**src/design/cpuControlPkg.sv**
```systemverilog
// CPU control package with instruction byte views, phase encodings and datapath select codes
`default_nettype none

package cpuControlPkg;

	// Bit positions in the 4-bit status word
	localparam int unsigned FlagZ = 0;
	localparam int unsigned FlagC = 1;
	localparam int unsigned FlagV = 2;
	localparam int unsigned FlagN = 3;

	// Operation code, top five bits of the instruction byte
	typedef enum logic [4:0] {
		ADD       = 5'd0,
		ADDI      = 5'd1,
		ADDIB     = 5'd2,
		ADC       = 5'd3,
		ADCI      = 5'd4,
		SUB       = 5'd5,
		SUBI      = 5'd6,
		SUBIB     = 5'd7,
		SUC       = 5'd8,
		SUCI      = 5'd9,
		NEG       = 5'd10,
		CMP       = 5'd11,
		CMPI      = 5'd12,
		AND       = 5'd13,
		OR        = 5'd14,
		XOR       = 5'd15,
		NAND      = 5'd16,
		NOR       = 5'd17,
		NOT       = 5'd18,
		LSL       = 5'd19,
		LSR       = 5'd20,
		ASR       = 5'd21,
		LUI       = 5'd22,
		LLI       = 5'd23,
		LDW       = 5'd24,
		STW       = 5'd25,
		BRANCH    = 5'd26,
		INTERRUPT = 5'd27
	} opcode_t;

	// Branch condition in the low three bits
	typedef enum logic [2:0] {BR, BNE, BE, BLT, BGE, BWL, RET, JMP} branch_t;

	// INTERRUPT sub-code, stack-based codes are not supported
	typedef enum logic [2:0] {
		IntEnableOp  = 3'd1,
		IntDisableOp = 3'd2
	} intOp_t;

	typedef struct packed {
		opcode_t opcode;
		branch_t cond;
	} branchView_t;

	typedef struct packed {
		opcode_t opcode;
		intOp_t  subOp;
	} intView_t;

	// Low field means a branch code or an interrupt sub-code, by opcode
	typedef union packed {
		branchView_t brView;
		intView_t    intView;
	} instrWord_t;

	typedef enum logic [1:0] {Fetch, Execute, Interrupt} majorState_t;
	typedef enum logic [2:0] {Cycle0, Cycle1, Cycle2, Cycle3, Cycle4} subCycle_t;

	// Datapath selects
	typedef enum logic [1:0] {Pc1, PcAluOut, PcSysbus, PcInt} pcSel_t;
	typedef enum logic {Op1Rd1, Op1Pc} op1Sel_t;
	typedef enum logic [1:0] {Op2Imm, Op2Rd2, Op2Zero} op2Sel_t;
	typedef enum logic {ImmShort, ImmLong} immSel_t;
	typedef enum logic [1:0] {Rs1Ra, Rs1Rd, Rs1Sp} rs1Sel_t;
	typedef enum logic {RwRd, RwSp} rwSel_t;
	typedef enum logic {WdAlu, WdSys} wdSel_t;
	typedef enum logic {LrSys, LrPc} lrSel_t;
	// Forced OR into the ALU result for stack pointer stepping
	typedef enum logic [1:0] {NoOr, SubOr, AddOr} aluOr_t;

endpackage

`default_nettype wire

```
**src/design/statusUnit.sv**
```systemverilog
// Status unit holding the flag register, interrupt request sync and branch condition check
`default_nettype none
`timescale 1ns/10ps

module statusUnit #(
	parameter int IrqSyncStages = 2
) (
	input wire Clock,
	input wire nReset,
	input wire nIRQ,
	input wire StatusWe,
	input wire IntEnable,
	input wire IntDisable,
	input wire [3:0] Flags,
	input wire cpuControlPkg::instrWord_t Instr,
	output logic [3:0] StatusReg,
	output logic BranchTaken,
	output logic IntReq
);

	logic [IrqSyncStages-1:0] irqSync;
	logic intEnabled;

	// Flags from the ALU
	always_ff @(posedge Clock or negedge nReset) begin
		if (!nReset) begin
			StatusReg <= 4'b0000;
		end else if (StatusWe) begin
			StatusReg <= Flags;
		end
	end

	// Request chain, stage 0 takes the raw pin
	always_ff @(posedge Clock or negedge nReset) begin
		if (!nReset) begin
			irqSync <= '0;
		end else begin
			irqSync[0] <= ~nIRQ;
			for (int i = 1; i < IrqSyncStages; i++) begin
				irqSync[i] <= irqSync[i-1];
			end
		end
	end

	// Disable has priority
	always_ff @(posedge Clock or negedge nReset) begin
		if (!nReset) begin
			intEnabled <= 1'b0;
		end else if (IntDisable) begin
			intEnabled <= 1'b0;
		end else if (IntEnable) begin
			intEnabled <= 1'b1;
		end
	end

	assign IntReq = irqSync[IrqSyncStages-1] & intEnabled;

	// Conditions against the stored flags
	always_comb begin
		case (Instr.brView.cond)
			cpuControlPkg::BR,
			cpuControlPkg::BWL: BranchTaken = 1'b1;
			cpuControlPkg::BNE: BranchTaken = ~StatusReg[cpuControlPkg::FlagZ];
			cpuControlPkg::BE:  BranchTaken = StatusReg[cpuControlPkg::FlagZ];
			cpuControlPkg::BLT: BranchTaken = StatusReg[cpuControlPkg::FlagN] ^
				StatusReg[cpuControlPkg::FlagV];
			cpuControlPkg::BGE: BranchTaken = ~(StatusReg[cpuControlPkg::FlagN] ^
				StatusReg[cpuControlPkg::FlagV]);
			// RET and JMP are unconditional and steered elsewhere
			default: BranchTaken = 1'b0;
		endcase
	end

endmodule

`default_nettype wire

```
**src/design/phaseSequencer.sv**
```systemverilog
// Phase sequencer stepping fetch, execute and interrupt entry through their sub-cycles
`default_nettype none
`timescale 1ns/10ps

module phaseSequencer (
	input wire Clock,
	input wire nReset,
	input wire nWait,
	input wire IntReq,
	input wire cpuControlPkg::instrWord_t Instr,
	output cpuControlPkg::majorState_t Phase,
	output cpuControlPkg::subCycle_t SubCycle
);

	cpuControlPkg::majorState_t nextPhase;
	cpuControlPkg::subCycle_t nextSub;
	cpuControlPkg::majorState_t endPhase;
	cpuControlPkg::subCycle_t endSub;

	// Where an instruction goes when it finishes
	assign endPhase = IntReq ? cpuControlPkg::Interrupt : cpuControlPkg::Fetch;
	assign endSub = IntReq ? cpuControlPkg::Cycle4 : cpuControlPkg::Cycle0;

	always_comb begin
		nextPhase = Phase;
		nextSub = SubCycle;
		case (SubCycle)
			cpuControlPkg::Cycle0: nextSub = cpuControlPkg::Cycle1;
			cpuControlPkg::Cycle1: nextSub = cpuControlPkg::Cycle2;
			cpuControlPkg::Cycle2: begin
				// Interrupt entry never waits
				if (nWait || Phase == cpuControlPkg::Interrupt) begin
					nextSub = cpuControlPkg::Cycle3;
				end
			end
			cpuControlPkg::Cycle3: begin
				if (Phase == cpuControlPkg::Fetch) begin
					nextPhase = cpuControlPkg::Execute;
					nextSub = cpuControlPkg::Cycle4;
				end else if (Phase == cpuControlPkg::Execute) begin
					nextPhase = endPhase;
					nextSub = endSub;
				end else begin
					nextPhase = cpuControlPkg::Fetch;
					nextSub = cpuControlPkg::Cycle0;
				end
			end
			cpuControlPkg::Cycle4: begin
				if (Phase == cpuControlPkg::Execute) begin
					case (Instr.brView.opcode)
						cpuControlPkg::LDW,
						cpuControlPkg::STW: nextSub = cpuControlPkg::Cycle0;
						cpuControlPkg::INTERRUPT: begin
							nextPhase = cpuControlPkg::Fetch;
							nextSub = cpuControlPkg::Cycle0;
						end
						// Single-cycle ALU and branch operations
						default: begin
							nextPhase = endPhase;
							nextSub = endSub;
						end
					endcase
				end else begin
					nextSub = cpuControlPkg::Cycle0;
				end
			end
			default: begin
				nextPhase = cpuControlPkg::Fetch;
				nextSub = cpuControlPkg::Cycle0;
			end
		endcase
	end

	always_ff @(posedge Clock or negedge nReset) begin
		if (!nReset) begin
			Phase <= cpuControlPkg::Fetch;
			SubCycle <= cpuControlPkg::Cycle0;
		end else begin
			Phase <= nextPhase;
			SubCycle <= nextSub;
		end
	end

endmodule

`default_nettype wire

```
**src/design/controlDecoder.sv**
```systemverilog
// Control decoder turning phase, sub-cycle and instruction into datapath and memory controls
`default_nettype none
`timescale 1ns/10ps

module controlDecoder (
	input wire cpuControlPkg::instrWord_t Instr,
	input wire cpuControlPkg::majorState_t Phase,
	input wire cpuControlPkg::subCycle_t SubCycle,
	input wire nWait,
	input wire BranchTaken,
	output logic Ale,
	output logic AluEn,
	output logic AluWe,
	output logic Enb,
	output logic IrWe,
	output logic LrEn,
	output logic LrWe,
	output logic MemEn,
	output logic nME,
	output logic nOE,
	output logic nWE,
	output logic PcEn,
	output logic PcWe,
	output logic RegWe,
	output cpuControlPkg::aluOr_t AluOr,
	output cpuControlPkg::immSel_t ImmSel,
	output cpuControlPkg::lrSel_t LrSel,
	output cpuControlPkg::op1Sel_t Op1Sel,
	output cpuControlPkg::op2Sel_t Op2Sel,
	output cpuControlPkg::pcSel_t PcSel,
	output cpuControlPkg::rs1Sel_t Rs1Sel,
	output cpuControlPkg::rwSel_t RwSel,
	output cpuControlPkg::wdSel_t WdSel,
	output logic StatusWe,
	output logic IntEnable,
	output logic IntDisable
);

	cpuControlPkg::opcode_t opcode;
	cpuControlPkg::branch_t branch;
	cpuControlPkg::intOp_t intOp;
	logic isLoad;

	assign opcode = Instr.brView.opcode;
	assign branch = Instr.brView.cond;
	assign intOp = Instr.intView.subOp;
	assign isLoad = (opcode == cpuControlPkg::LDW);

	always_comb begin
		Ale = 1'b0;
		AluEn = 1'b0;
		AluWe = 1'b0;
		Enb = 1'b0;
		IrWe = 1'b0;
		LrEn = 1'b0;
		LrWe = 1'b0;
		MemEn = 1'b0;
		nME = 1'b1;
		nOE = 1'b0;
		nWE = 1'b0;
		PcEn = 1'b0;
		PcWe = 1'b0;
		RegWe = 1'b0;
		AluOr = cpuControlPkg::NoOr;
		ImmSel = cpuControlPkg::ImmLong;
		LrSel = cpuControlPkg::LrSys;
		Op1Sel = cpuControlPkg::Op1Rd1;
		Op2Sel = cpuControlPkg::Op2Imm;
		PcSel = cpuControlPkg::Pc1;
		Rs1Sel = cpuControlPkg::Rs1Ra;
		RwSel = cpuControlPkg::RwRd;
		WdSel = cpuControlPkg::WdAlu;
		StatusWe = 1'b0;
		IntEnable = 1'b0;
		IntDisable = 1'b0;

		// Strobes shared by the memory cycles of every phase
		case (SubCycle)
			cpuControlPkg::Cycle0: begin
				Ale = (Phase == cpuControlPkg::Fetch) || (Phase == cpuControlPkg::Interrupt);
				nWE = 1'b1;
				nOE = 1'b1;
			end
			cpuControlPkg::Cycle1: begin
				nME = 1'b0;
				nWE = 1'b1;
				nOE = 1'b1;
			end
			cpuControlPkg::Cycle2: nME = 1'b0;
			default: ;
		endcase

		if (Phase == cpuControlPkg::Fetch) begin
			case (SubCycle)
				cpuControlPkg::Cycle0: PcEn = 1'b1;
				cpuControlPkg::Cycle1: begin
					MemEn = 1'b1;
					PcEn = 1'b1;
				end
				cpuControlPkg::Cycle2: begin
					MemEn = 1'b1;
					Enb = 1'b1;
					nWE = 1'b1;
					// Opcode byte is latched on the clock that ends the wait
					IrWe = nWait;
				end
				cpuControlPkg::Cycle3: begin
					nWE = 1'b1;
					PcEn = 1'b1;
				end
				default: ;
			endcase
		end else if (Phase == cpuControlPkg::Interrupt) begin
			// Push the return PC below the stack pointer, then jump to the vector
			case (SubCycle)
				cpuControlPkg::Cycle4: begin
					IntDisable = 1'b1;
					Rs1Sel = cpuControlPkg::Rs1Sp;
					RwSel = cpuControlPkg::RwSp;
					AluOr = cpuControlPkg::SubOr;
					Op2Sel = cpuControlPkg::Op2Zero;
					RegWe = 1'b1;
					AluWe = 1'b1;
					AluEn = 1'b1;
				end
				cpuControlPkg::Cycle0: begin
					Rs1Sel = cpuControlPkg::Rs1Sp;
					AluOr = cpuControlPkg::SubOr;
					Op2Sel = cpuControlPkg::Op2Zero;
					AluEn = 1'b1;
				end
				cpuControlPkg::Cycle1: begin
					Op2Sel = cpuControlPkg::Op2Zero;
					AluEn = 1'b1;
				end
				cpuControlPkg::Cycle2: begin
					PcEn = 1'b1;
					nOE = 1'b1;
				end
				cpuControlPkg::Cycle3: begin
					PcEn = 1'b1;
					nOE = 1'b1;
					PcWe = 1'b1;
					PcSel = cpuControlPkg::PcInt;
				end
				default: ;
			endcase
		end else if (Phase == cpuControlPkg::Execute && SubCycle == cpuControlPkg::Cycle4) begin
			case (opcode)
				cpuControlPkg::ADD, cpuControlPkg::ADDI, cpuControlPkg::ADDIB,
				cpuControlPkg::ADC, cpuControlPkg::ADCI, cpuControlPkg::SUB,
				cpuControlPkg::SUBI, cpuControlPkg::SUBIB, cpuControlPkg::SUC,
				cpuControlPkg::SUCI, cpuControlPkg::NEG, cpuControlPkg::CMP,
				cpuControlPkg::CMPI, cpuControlPkg::AND, cpuControlPkg::OR,
				cpuControlPkg::XOR, cpuControlPkg::NAND, cpuControlPkg::NOR,
				cpuControlPkg::NOT, cpuControlPkg::LSL, cpuControlPkg::LSR,
				cpuControlPkg::ASR: begin
					PcEn = 1'b1;
					PcWe = 1'b1;
					StatusWe = 1'b1;
					// Compares only update flags
					RegWe = (opcode != cpuControlPkg::CMP) && (opcode != cpuControlPkg::CMPI);
					case (opcode)
						cpuControlPkg::ADD, cpuControlPkg::SUB, cpuControlPkg::CMP,
						cpuControlPkg::AND, cpuControlPkg::OR, cpuControlPkg::XOR,
						cpuControlPkg::NAND, cpuControlPkg::NOR: Op2Sel = cpuControlPkg::Op2Rd2;
						cpuControlPkg::ADDI, cpuControlPkg::SUBI, cpuControlPkg::CMPI,
						cpuControlPkg::LSL, cpuControlPkg::LSR,
						cpuControlPkg::ASR: ImmSel = cpuControlPkg::ImmShort;
						cpuControlPkg::ADDIB, cpuControlPkg::SUBIB: Rs1Sel = cpuControlPkg::Rs1Rd;
						default: ;
					endcase
				end
				cpuControlPkg::LUI, cpuControlPkg::LLI: begin
					Rs1Sel = cpuControlPkg::Rs1Rd;
					RegWe = 1'b1;
					PcWe = 1'b1;
					AluEn = 1'b1;
				end
				cpuControlPkg::LDW, cpuControlPkg::STW: begin
					// Effective address into the ALU register before the bus cycle
					ImmSel = cpuControlPkg::ImmShort;
					AluEn = 1'b1;
					AluWe = 1'b1;
				end
				cpuControlPkg::BRANCH: begin
					PcWe = 1'b1;
					case (branch)
						cpuControlPkg::RET: begin
							LrEn = 1'b1;
							PcSel = cpuControlPkg::PcSysbus;
						end
						cpuControlPkg::JMP: begin
							ImmSel = cpuControlPkg::ImmShort;
							PcSel = cpuControlPkg::PcAluOut;
						end
						default: begin
							Op1Sel = cpuControlPkg::Op1Pc;
							AluEn = 1'b1;
							if (BranchTaken) begin
								PcSel = cpuControlPkg::PcAluOut;
								// Link register keeps the return address
								if (branch == cpuControlPkg::BWL) begin
									LrWe = 1'b1;
									LrSel = cpuControlPkg::LrPc;
								end
							end
						end
					endcase
				end
				cpuControlPkg::INTERRUPT: begin
					if (intOp == cpuControlPkg::IntEnableOp || intOp == cpuControlPkg::IntDisableOp) begin
						PcWe = 1'b1;
						PcEn = 1'b1;
						IntEnable = (intOp == cpuControlPkg::IntEnableOp);
						IntDisable = (intOp == cpuControlPkg::IntDisableOp);
					end
				end
				default: ;
			endcase
		end else if (Phase == cpuControlPkg::Execute) begin
			// Data cycles of LDW and STW
			case (SubCycle)
				cpuControlPkg::Cycle0: begin
					ImmSel = cpuControlPkg::ImmShort;
					AluEn = 1'b1;
					Ale = 1'b1;
				end
				cpuControlPkg::Cycle1: begin
					Op2Sel = cpuControlPkg::Op2Zero;
					Rs1Sel = cpuControlPkg::Rs1Rd;
					MemEn = isLoad;
					AluWe = 1'b1;
					AluEn = 1'b1;
				end
				cpuControlPkg::Cycle2: begin
					PcWe = nWait;
					if (isLoad) begin
						MemEn = 1'b1;
						Enb = 1'b1;
						nWE = 1'b1;
						WdSel = cpuControlPkg::WdSys;
						RegWe = 1'b1;
					end else begin
						AluEn = 1'b1;
						nOE = 1'b1;
						Op2Sel = cpuControlPkg::Op2Zero;
					end
				end
				cpuControlPkg::Cycle3: begin
					if (isLoad) begin
						nWE = 1'b1;
						PcEn = 1'b1;
					end else begin
						nOE = 1'b1;
						AluEn = 1'b1;
						Op2Sel = cpuControlPkg::Op2Zero;
					end
				end
				default: ;
			endcase
		end
	end

endmodule

`default_nettype wire

```
**src/design/cpuControl.sv**
```systemverilog
// Top level of the CPU control unit joining status, sequencing and decode
`default_nettype none
`timescale 1ns/10ps

module cpuControl #(
	parameter int IrqSyncStages = 2
) (
	input wire Clock,
	input wire nReset,
	input wire nWait,
	input wire nIRQ,
	input wire [3:0] Flags,
	input wire cpuControlPkg::instrWord_t Instr,
	output logic Ale,
	output logic AluEn,
	output logic AluWe,
	output logic CFlag,
	output logic Enb,
	output logic IrWe,
	output logic LrEn,
	output logic LrWe,
	output logic MemEn,
	output logic nME,
	output logic nOE,
	output logic nWE,
	output logic PcEn,
	output logic PcWe,
	output logic RegWe,
	output cpuControlPkg::aluOr_t AluOr,
	output cpuControlPkg::immSel_t ImmSel,
	output cpuControlPkg::lrSel_t LrSel,
	output cpuControlPkg::op1Sel_t Op1Sel,
	output cpuControlPkg::op2Sel_t Op2Sel,
	output cpuControlPkg::pcSel_t PcSel,
	output cpuControlPkg::rs1Sel_t Rs1Sel,
	output cpuControlPkg::rwSel_t RwSel,
	output cpuControlPkg::wdSel_t WdSel,
	output logic [3:0] StatusReg
);

	logic statusWe;
	logic intEnable;
	logic intDisable;
	logic intReq;
	logic branchTaken;
	cpuControlPkg::majorState_t phase;
	cpuControlPkg::subCycle_t subCycle;

	assign CFlag = StatusReg[cpuControlPkg::FlagC];

	statusUnit #(.IrqSyncStages(IrqSyncStages)) u_statusUnit (
		.Clock(Clock), .nReset(nReset), .nIRQ(nIRQ),
		.StatusWe(statusWe), .IntEnable(intEnable), .IntDisable(intDisable),
		.Flags(Flags), .Instr(Instr),
		.StatusReg(StatusReg), .BranchTaken(branchTaken), .IntReq(intReq)
	);

	phaseSequencer u_phaseSequencer (
		.Clock(Clock), .nReset(nReset), .nWait(nWait), .IntReq(intReq),
		.Instr(Instr), .Phase(phase), .SubCycle(subCycle)
	);

	controlDecoder u_controlDecoder (
		.Instr(Instr), .Phase(phase), .SubCycle(subCycle),
		.nWait(nWait), .BranchTaken(branchTaken),
		.Ale(Ale), .AluEn(AluEn), .AluWe(AluWe), .Enb(Enb), .IrWe(IrWe),
		.LrEn(LrEn), .LrWe(LrWe), .MemEn(MemEn), .nME(nME), .nOE(nOE),
		.nWE(nWE), .PcEn(PcEn), .PcWe(PcWe), .RegWe(RegWe),
		.AluOr(AluOr), .ImmSel(ImmSel), .LrSel(LrSel), .Op1Sel(Op1Sel),
		.Op2Sel(Op2Sel), .PcSel(PcSel), .Rs1Sel(Rs1Sel), .RwSel(RwSel),
		.WdSel(WdSel),
		.StatusWe(statusWe), .IntEnable(intEnable), .IntDisable(intDisable)
	);

endmodule

`default_nettype wire

```
**config.mk**
```make
export PLATFORM = sky130hd
export DESIGN_NAME = cpuControl
export DESIGN_NICKNAME = d
export VERILOG_FILES = /design/src/design/cpuControlPkg.sv /design/src/design/statusUnit.sv /design/src/design/phaseSequencer.sv /design/src/design/controlDecoder.sv /design/src/design/cpuControl.sv
export SDC_FILE = /design/constraint.sdc
export NUM_CORES = 1
export LEC_CHECK = 0
export BUFFER_PORTS_ARGS = -buffer_cell sky130_fd_sc_hd__buf_2
export CORE_AREA = 10 10 62 64
export CTS_CLUSTER_SIZE = 30
export DETAILED_ROUTE_END_ITERATION = 7
export DIE_AREA = 0 0 72 74
export PLACE_DENSITY = 0.83
export SYNTH_ARGS = -nofsm -noshare
export SYNTH_HDL_FRONTEND = slang
export SYNTH_SLANG_ARGS = --single-unit
export TNS_END_PERCENT = 10
```
**constraint.sdc**
```tcl
create_clock -name Clock -period 2.4 [get_ports Clock]
set_input_delay 0.24 -clock Clock [delete_from_list [all_inputs] [get_ports Clock]]
set_output_delay 0.24 -clock Clock [all_outputs]
set_load 0.1 [all_outputs]
```
* After elaboration in Yosys (flattened, before gate mapping)
Cells that the tools add are included.
Cells by class: multipliers 0, muxes and demuxes 155, shift-type cells 0, divide/modulo/power cells 0, bitwise gates (word level) 6, reductions and logical operators 29, magnitude comparators 0, eq/ne operators 45, add/subtract/negate cells 0
Operator list (count):
- two-way mux 1 bit | 112
- == test 5 bit (second input constant) | 12
- two-way mux 2 bit | 23
- == test 5 x 4 -> 1 bit (second input constant) | 8
- OR reduction 25 bit | 1
- OR reduction 22 bit | 1
- == test 5 x 3 -> 1 bit (second input constant) | 4
- two-way mux 3 bit | 6
- OR reduction 2 bit | 9
- one-hot mux 2 bit (2 select lines) | 4
- == test 3 bit (second input constant) | 5
- one-hot mux 3 bit (5 select lines) | 1
- == test 3 x 2 -> 1 bit (second input constant) | 4
- one-hot mux 1 bit (2 select lines) | 6
- OR reduction 3 bit | 4
- == test 5 x 2 -> 1 bit (second input constant) | 2
- != test 5 x 4 -> 1 bit (second input constant) | 2
- OR reduction 8 bit | 1
- == test 3 x 1 -> 1 bit (second input constant) | 2
- zero test 3 bit | 2
- one-hot mux 2 bit (3 select lines) | 1
- OR reduction 6 bit | 1
- == test 5 x 1 -> 1 bit (second input constant) | 1
- zero test 5 bit | 1
- 15 further kinds | 22
Storage, ports and cells: bits in latches 0, output and inout port bits 32, input bits 16, RAM bits 0, memories 0, register bits 12, word-level logic and storage cells 240, ROM bits 0

* Logic depth before layout (Yosys ltp)
depth in word-level cells 9, mapped depth 7, mapped depth without buffers 4

* Cells and area by module
From an unflattened synthesis, not the netlist that was laid out.
Unflattened totals: cell total of the unflattened synthesis 178, area total of the unflattened synthesis 1338.8 um^2
Modules (own cells, without submodules):
- controlDecoder | cells an instance 127, times used 1, area an instance 767.0 um^2, seq. area each 0.0 um^2
- statusUnit | cells an instance 22, times used 1, area an instance 286.5 um^2, seq. area each 175.2 um^2
- phaseSequencer | cells an instance 28, times used 1, area an instance 277.8 um^2, seq. area each 125.1 um^2
- cpuControl | cells an instance 1, times used 1, area an instance 7.5 um^2, seq. area each 0.0 um^2

* Worst setup path after synthesis
OpenSTA, ideal clock, no wires.
path type reg2out, start register u_phaseSequencer.SubCycle[2], end output port Ale, setup slack -3.278 ns, stages on the path, launching flop included 4, buffers on the path 2, data arrival time 5.438 ns, data required time 2.160 ns, cells stage by stage dfrtp_1 -> clkbuf_1 -> clkbuf_1 -> a2111oi_0
On the way: cells in the longest elaborated chain, start to end 7, elaborated cells on any way between the ends 9, classes of those cells 1 x eq/ne; 6 x mux; 2 x reduce/logical
RTL lines:
- from (decl) | RTL line phaseSequencer.sv:12 | output cpuControlPkg::subCycle_t SubCycle
- from (signal assigned) | RTL line phaseSequencer.sv:77 | SubCycle <= cpuControlPkg::Cycle0;
- from (signal assigned) | RTL line phaseSequencer.sv:80 | SubCycle <= nextSub;
- zero test 3 bit | RTL line controlDecoder.sv:78, controlDecoder.sv:223
- two-way mux 1 bit | RTL line controlDecoder.sv:78 | case (SubCycle)
- two-way mux 1 bit | RTL line controlDecoder.sv:223 | case (SubCycle)
- two-way mux 1 bit | RTL line controlDecoder.sv:221 | end else if (Phase == cpuControlPkg::Execute) begin
- two-way mux 1 bit | RTL line controlDecoder.sv:148 | end else if (Phase == cpuControlPkg::Execute && SubCycle == cpuControlPkg::Cycle4) begin
- two-way mux 1 bit | RTL line controlDecoder.sv:113 | end else if (Phase == cpuControlPkg::Interrupt) begin
- two-way mux 1 bit * | RTL line controlDecoder.sv:93 | if (Phase == cpuControlPkg::Fetch) begin
- to (decl) | RTL line cpuControl.sv:14 | output logic Ale,
Every way passes the cells marked *; elsewhere a longest branch is shown, timed or not.

* Final worst setup path
start register u_phaseSequencer.Phase[0], end output port PcSel[1]
On the way: cells in the longest elaborated chain, start to end 5, elaborated cells on any way between the ends 7, classes of those cells 2 x eq/ne; 3 x mux; 2 x reduce/logical
RTL lines:
- from (decl) | RTL line phaseSequencer.sv:11 | output cpuControlPkg::majorState_t Phase,
- from (signal assigned) | RTL line phaseSequencer.sv:76 | Phase <= cpuControlPkg::Fetch;
- from (signal assigned) | RTL line phaseSequencer.sv:79 | Phase <= nextPhase;
- == test 2 x 1 -> 1 bit | RTL line controlDecoder.sv:148
- logical AND 1 bit | RTL line controlDecoder.sv:148
- two-way mux 2 bit | RTL line controlDecoder.sv:148
- two-way mux 2 bit | RTL line controlDecoder.sv:113
- two-way mux 2 bit * | RTL line controlDecoder.sv:93
- to (decl) | RTL line cpuControl.sv:34 | output cpuControlPkg::pcSel_t PcSel,
Marks and branches as above.

==> results.cfg <==
[outcome]
status = finished, final reports clean

[min_path]
hp-start = nIRQ
hp-class = in -> reg
hold_end = u_statusUnit.irqSync[0]$_DFF_PN0_
worstHoldPathCells = 2

[synthesis]
avgSynthCellArea_um2 = 7.49
syn_area_um2 = 1270
yosys-top-cells-area = dfrtp_1, a21oi_1, mux2_2
postSynth.asyncResetShare = 1.00
syn_nets = 186
synth_flop_cell = dfrtp_1
ys_warn_count = 0
yosysSeqAreaShare = 0.236
synth_top_cell_area_share = 0.236
yosysTopAreaCell = dfrtp_1
synth-edff-count = 0
ys_ff_latch = 12
synth.distinct_cells = 50
syn_inst = 170

[finish]
drive_gt1_frac = 0.378
area_growth_pct = 44.6
layout_common_cells = buf_2, nand2_1, buf_12
antenna_cells = 0
finalInstanceArea_um2 = 1840
layout_commonest_cell = buf_2
final_nets = 226

[sta]
fin_setup_tns_ns = 0
period_needed_ns = 2.31
fin_worst_skew_ns = 0.00416
fmax_mhz = 432
post-route-period-util = 0.965
setup_violations = 0
hold_viol_final = 0
rsz0062_at_grt = false
drv_slew = 0

[placement]
port_buffers = 46
gp_congestion = 0.899
dp_hpwl_um = 3040
place_area_um2 = 1790

[critical_path]
r2r_slack_ns = 0.54
rr_startpoint = u_phaseSequencer.Phase[0]$_DFFE_PN0P_
cp.required_ns = 2.16
crit_path_end_kind = output port
reg2reg_to = u_statusUnit.StatusReg[3]$_DFFE_PN0P_
critPathKind = reg -> out
path_max_fanout = 7
crit_path_start_kind = register
worstPathArrival_ns = 2.07
reg2reg_depth = 6

[drt]
wl_met1_um = 1540
wirelength_um = 3770
drc = 0
route.met3.wl_um = 335
routed.top_layer = met4
avgViaCountPerCell = 5.82
dr_total_vias = 1396
wire_per_inst_um = 15.7
initialDrtViolationCount = 143
wl_met2_um = 1870
first_pass_iters = 4
ant_nets = 0

[global_routing]
grt_pass1_vias = 1302
grt_pass1_wl_um = 6140
antenna_found_initial = 0
grt_usage = 0.136
grt_overflow = 0
grt_start_max_net_pins = 17

[clock_tree]
cts_buffers = 3
clock_latency_ns = 0.27
clk_pin_slew_worst_paths_ns = 0.08
clockBufferDepth = 2
cts_num_sinks = 12
cts_setup_buffers = 0
cts_tree = built
h-tree-depth = 1
clockRootBuffer = clkbuf_4

[floorplan]
io_pins = 48
die-width_um = 72
rows = 19
start_util = 0.478
die_y_um = 74
core_area_um2 = 2660
die_area_um2 = 5330

[flow_run]
cap_violations = 0
[worst max path at each step]
stage,startpoint,end,slack [ns],cells after the start
after floorplan,u_phaseSequencer.SubCycle[2]$_DFFE_PN0P_,Rs1Sel[0],-0.93,5
after global placement,Instr[6],RegWe,0.24,6
after detailed placement,Instr[7],RegWe,0.21,6
after CTS,u_phaseSequencer.Phase[0]$_DFFE_PN0P_,PcSel[1],0.04,5
after global routing,u_phaseSequencer.Phase[0]$_DFFE_PN0P_,PcSel[1],0.008,5
final,u_phaseSequencer.Phase[0]$_DFFE_PN0P_,PcSel[1],0.09,5
[worst max-delay path: stages, from the launching register on]
cell	delay [ns]
dfrtp_1	0.47
nor2b_2	0.26
and3_2	0.30
nand2_1	0.20
o32ai_2	0.36
buf_12	0.22
[synth_stat cells, drive strengths merged, types with 4 or more instances]
cell type  instances
a21oi             14
nand2b             8
o21ai              5
nor2b              4
nor3               6
mux2               6
nor2               9
nand3b             5
buf                8
inv                6
a31oi              6
clkbuf            15
dfrtp             12
nand2             15
[per-stage QoR]
| step | instances | utilization | setup WS, ns | hold WS (ns) |
|---|---|---|---|---|
| floorplan | 170 | - | -0.933 | -0.0556 |
| global placement | 235 | 0.672 | 0.238 | 0.129 |
| detailed placement | 235 | 0.672 | 0.213 | 0.128 |
| CTS | 240 | 0.690 | 0.0370 | 0.0957 |
| global route | 240 | 0.691 | 0.00779 | 0.0982 |
| finish | 240 | 0.691 | 0.0852 | 0.101 |
[cells by family (layout without fill, tap and decap cells)]
logic type      after synthesis  after routing  synth area share
xor+xnor                      5              5            0.0344
compound gates               50             50             0.263
flops                        12             12             0.236
buf+inv                      29             68             0.100
other cells                   1              1           0.00295
simple gates                 65             65             0.295
mux                           8              8            0.0688
[state kept, by name, summed over array words and instances (netlist names)]
signal / flops
u_statusUnit.StatusReg: 4
u_phaseSequencer.Phase: 2
u_phaseSequencer.SubCycle: 3
u_statusUnit.intEnabled: 1
u_statusUnit.irqSync: 2
[per-layer routing]
metal  track usage  up-vias
li1              -      691
met1         0.162      655
met2         0.231       46
met3        0.0439        4
met4        0.0323        0
met5             0        -
[layout make-up]
class,instances,area (µm²)
clock buffers,4,36.3
inverters,6,22.5
multi-input cells,129,895
flip-flops and latches,12,300
repair buffers,58,548
fillers,223,822
well taps,31,38.8
[what timing repair did]
item	4_1_cts	5_1_grt
setup endpoints to repair	1	2
endpoints found under the hold margin	12	0
gates resized for setup	1	1
hold buffers	1	0
Power is left out: the tool's default activity adds up to more than one toggle a clock period on the data nets, which glitch-free logic cannot reach.
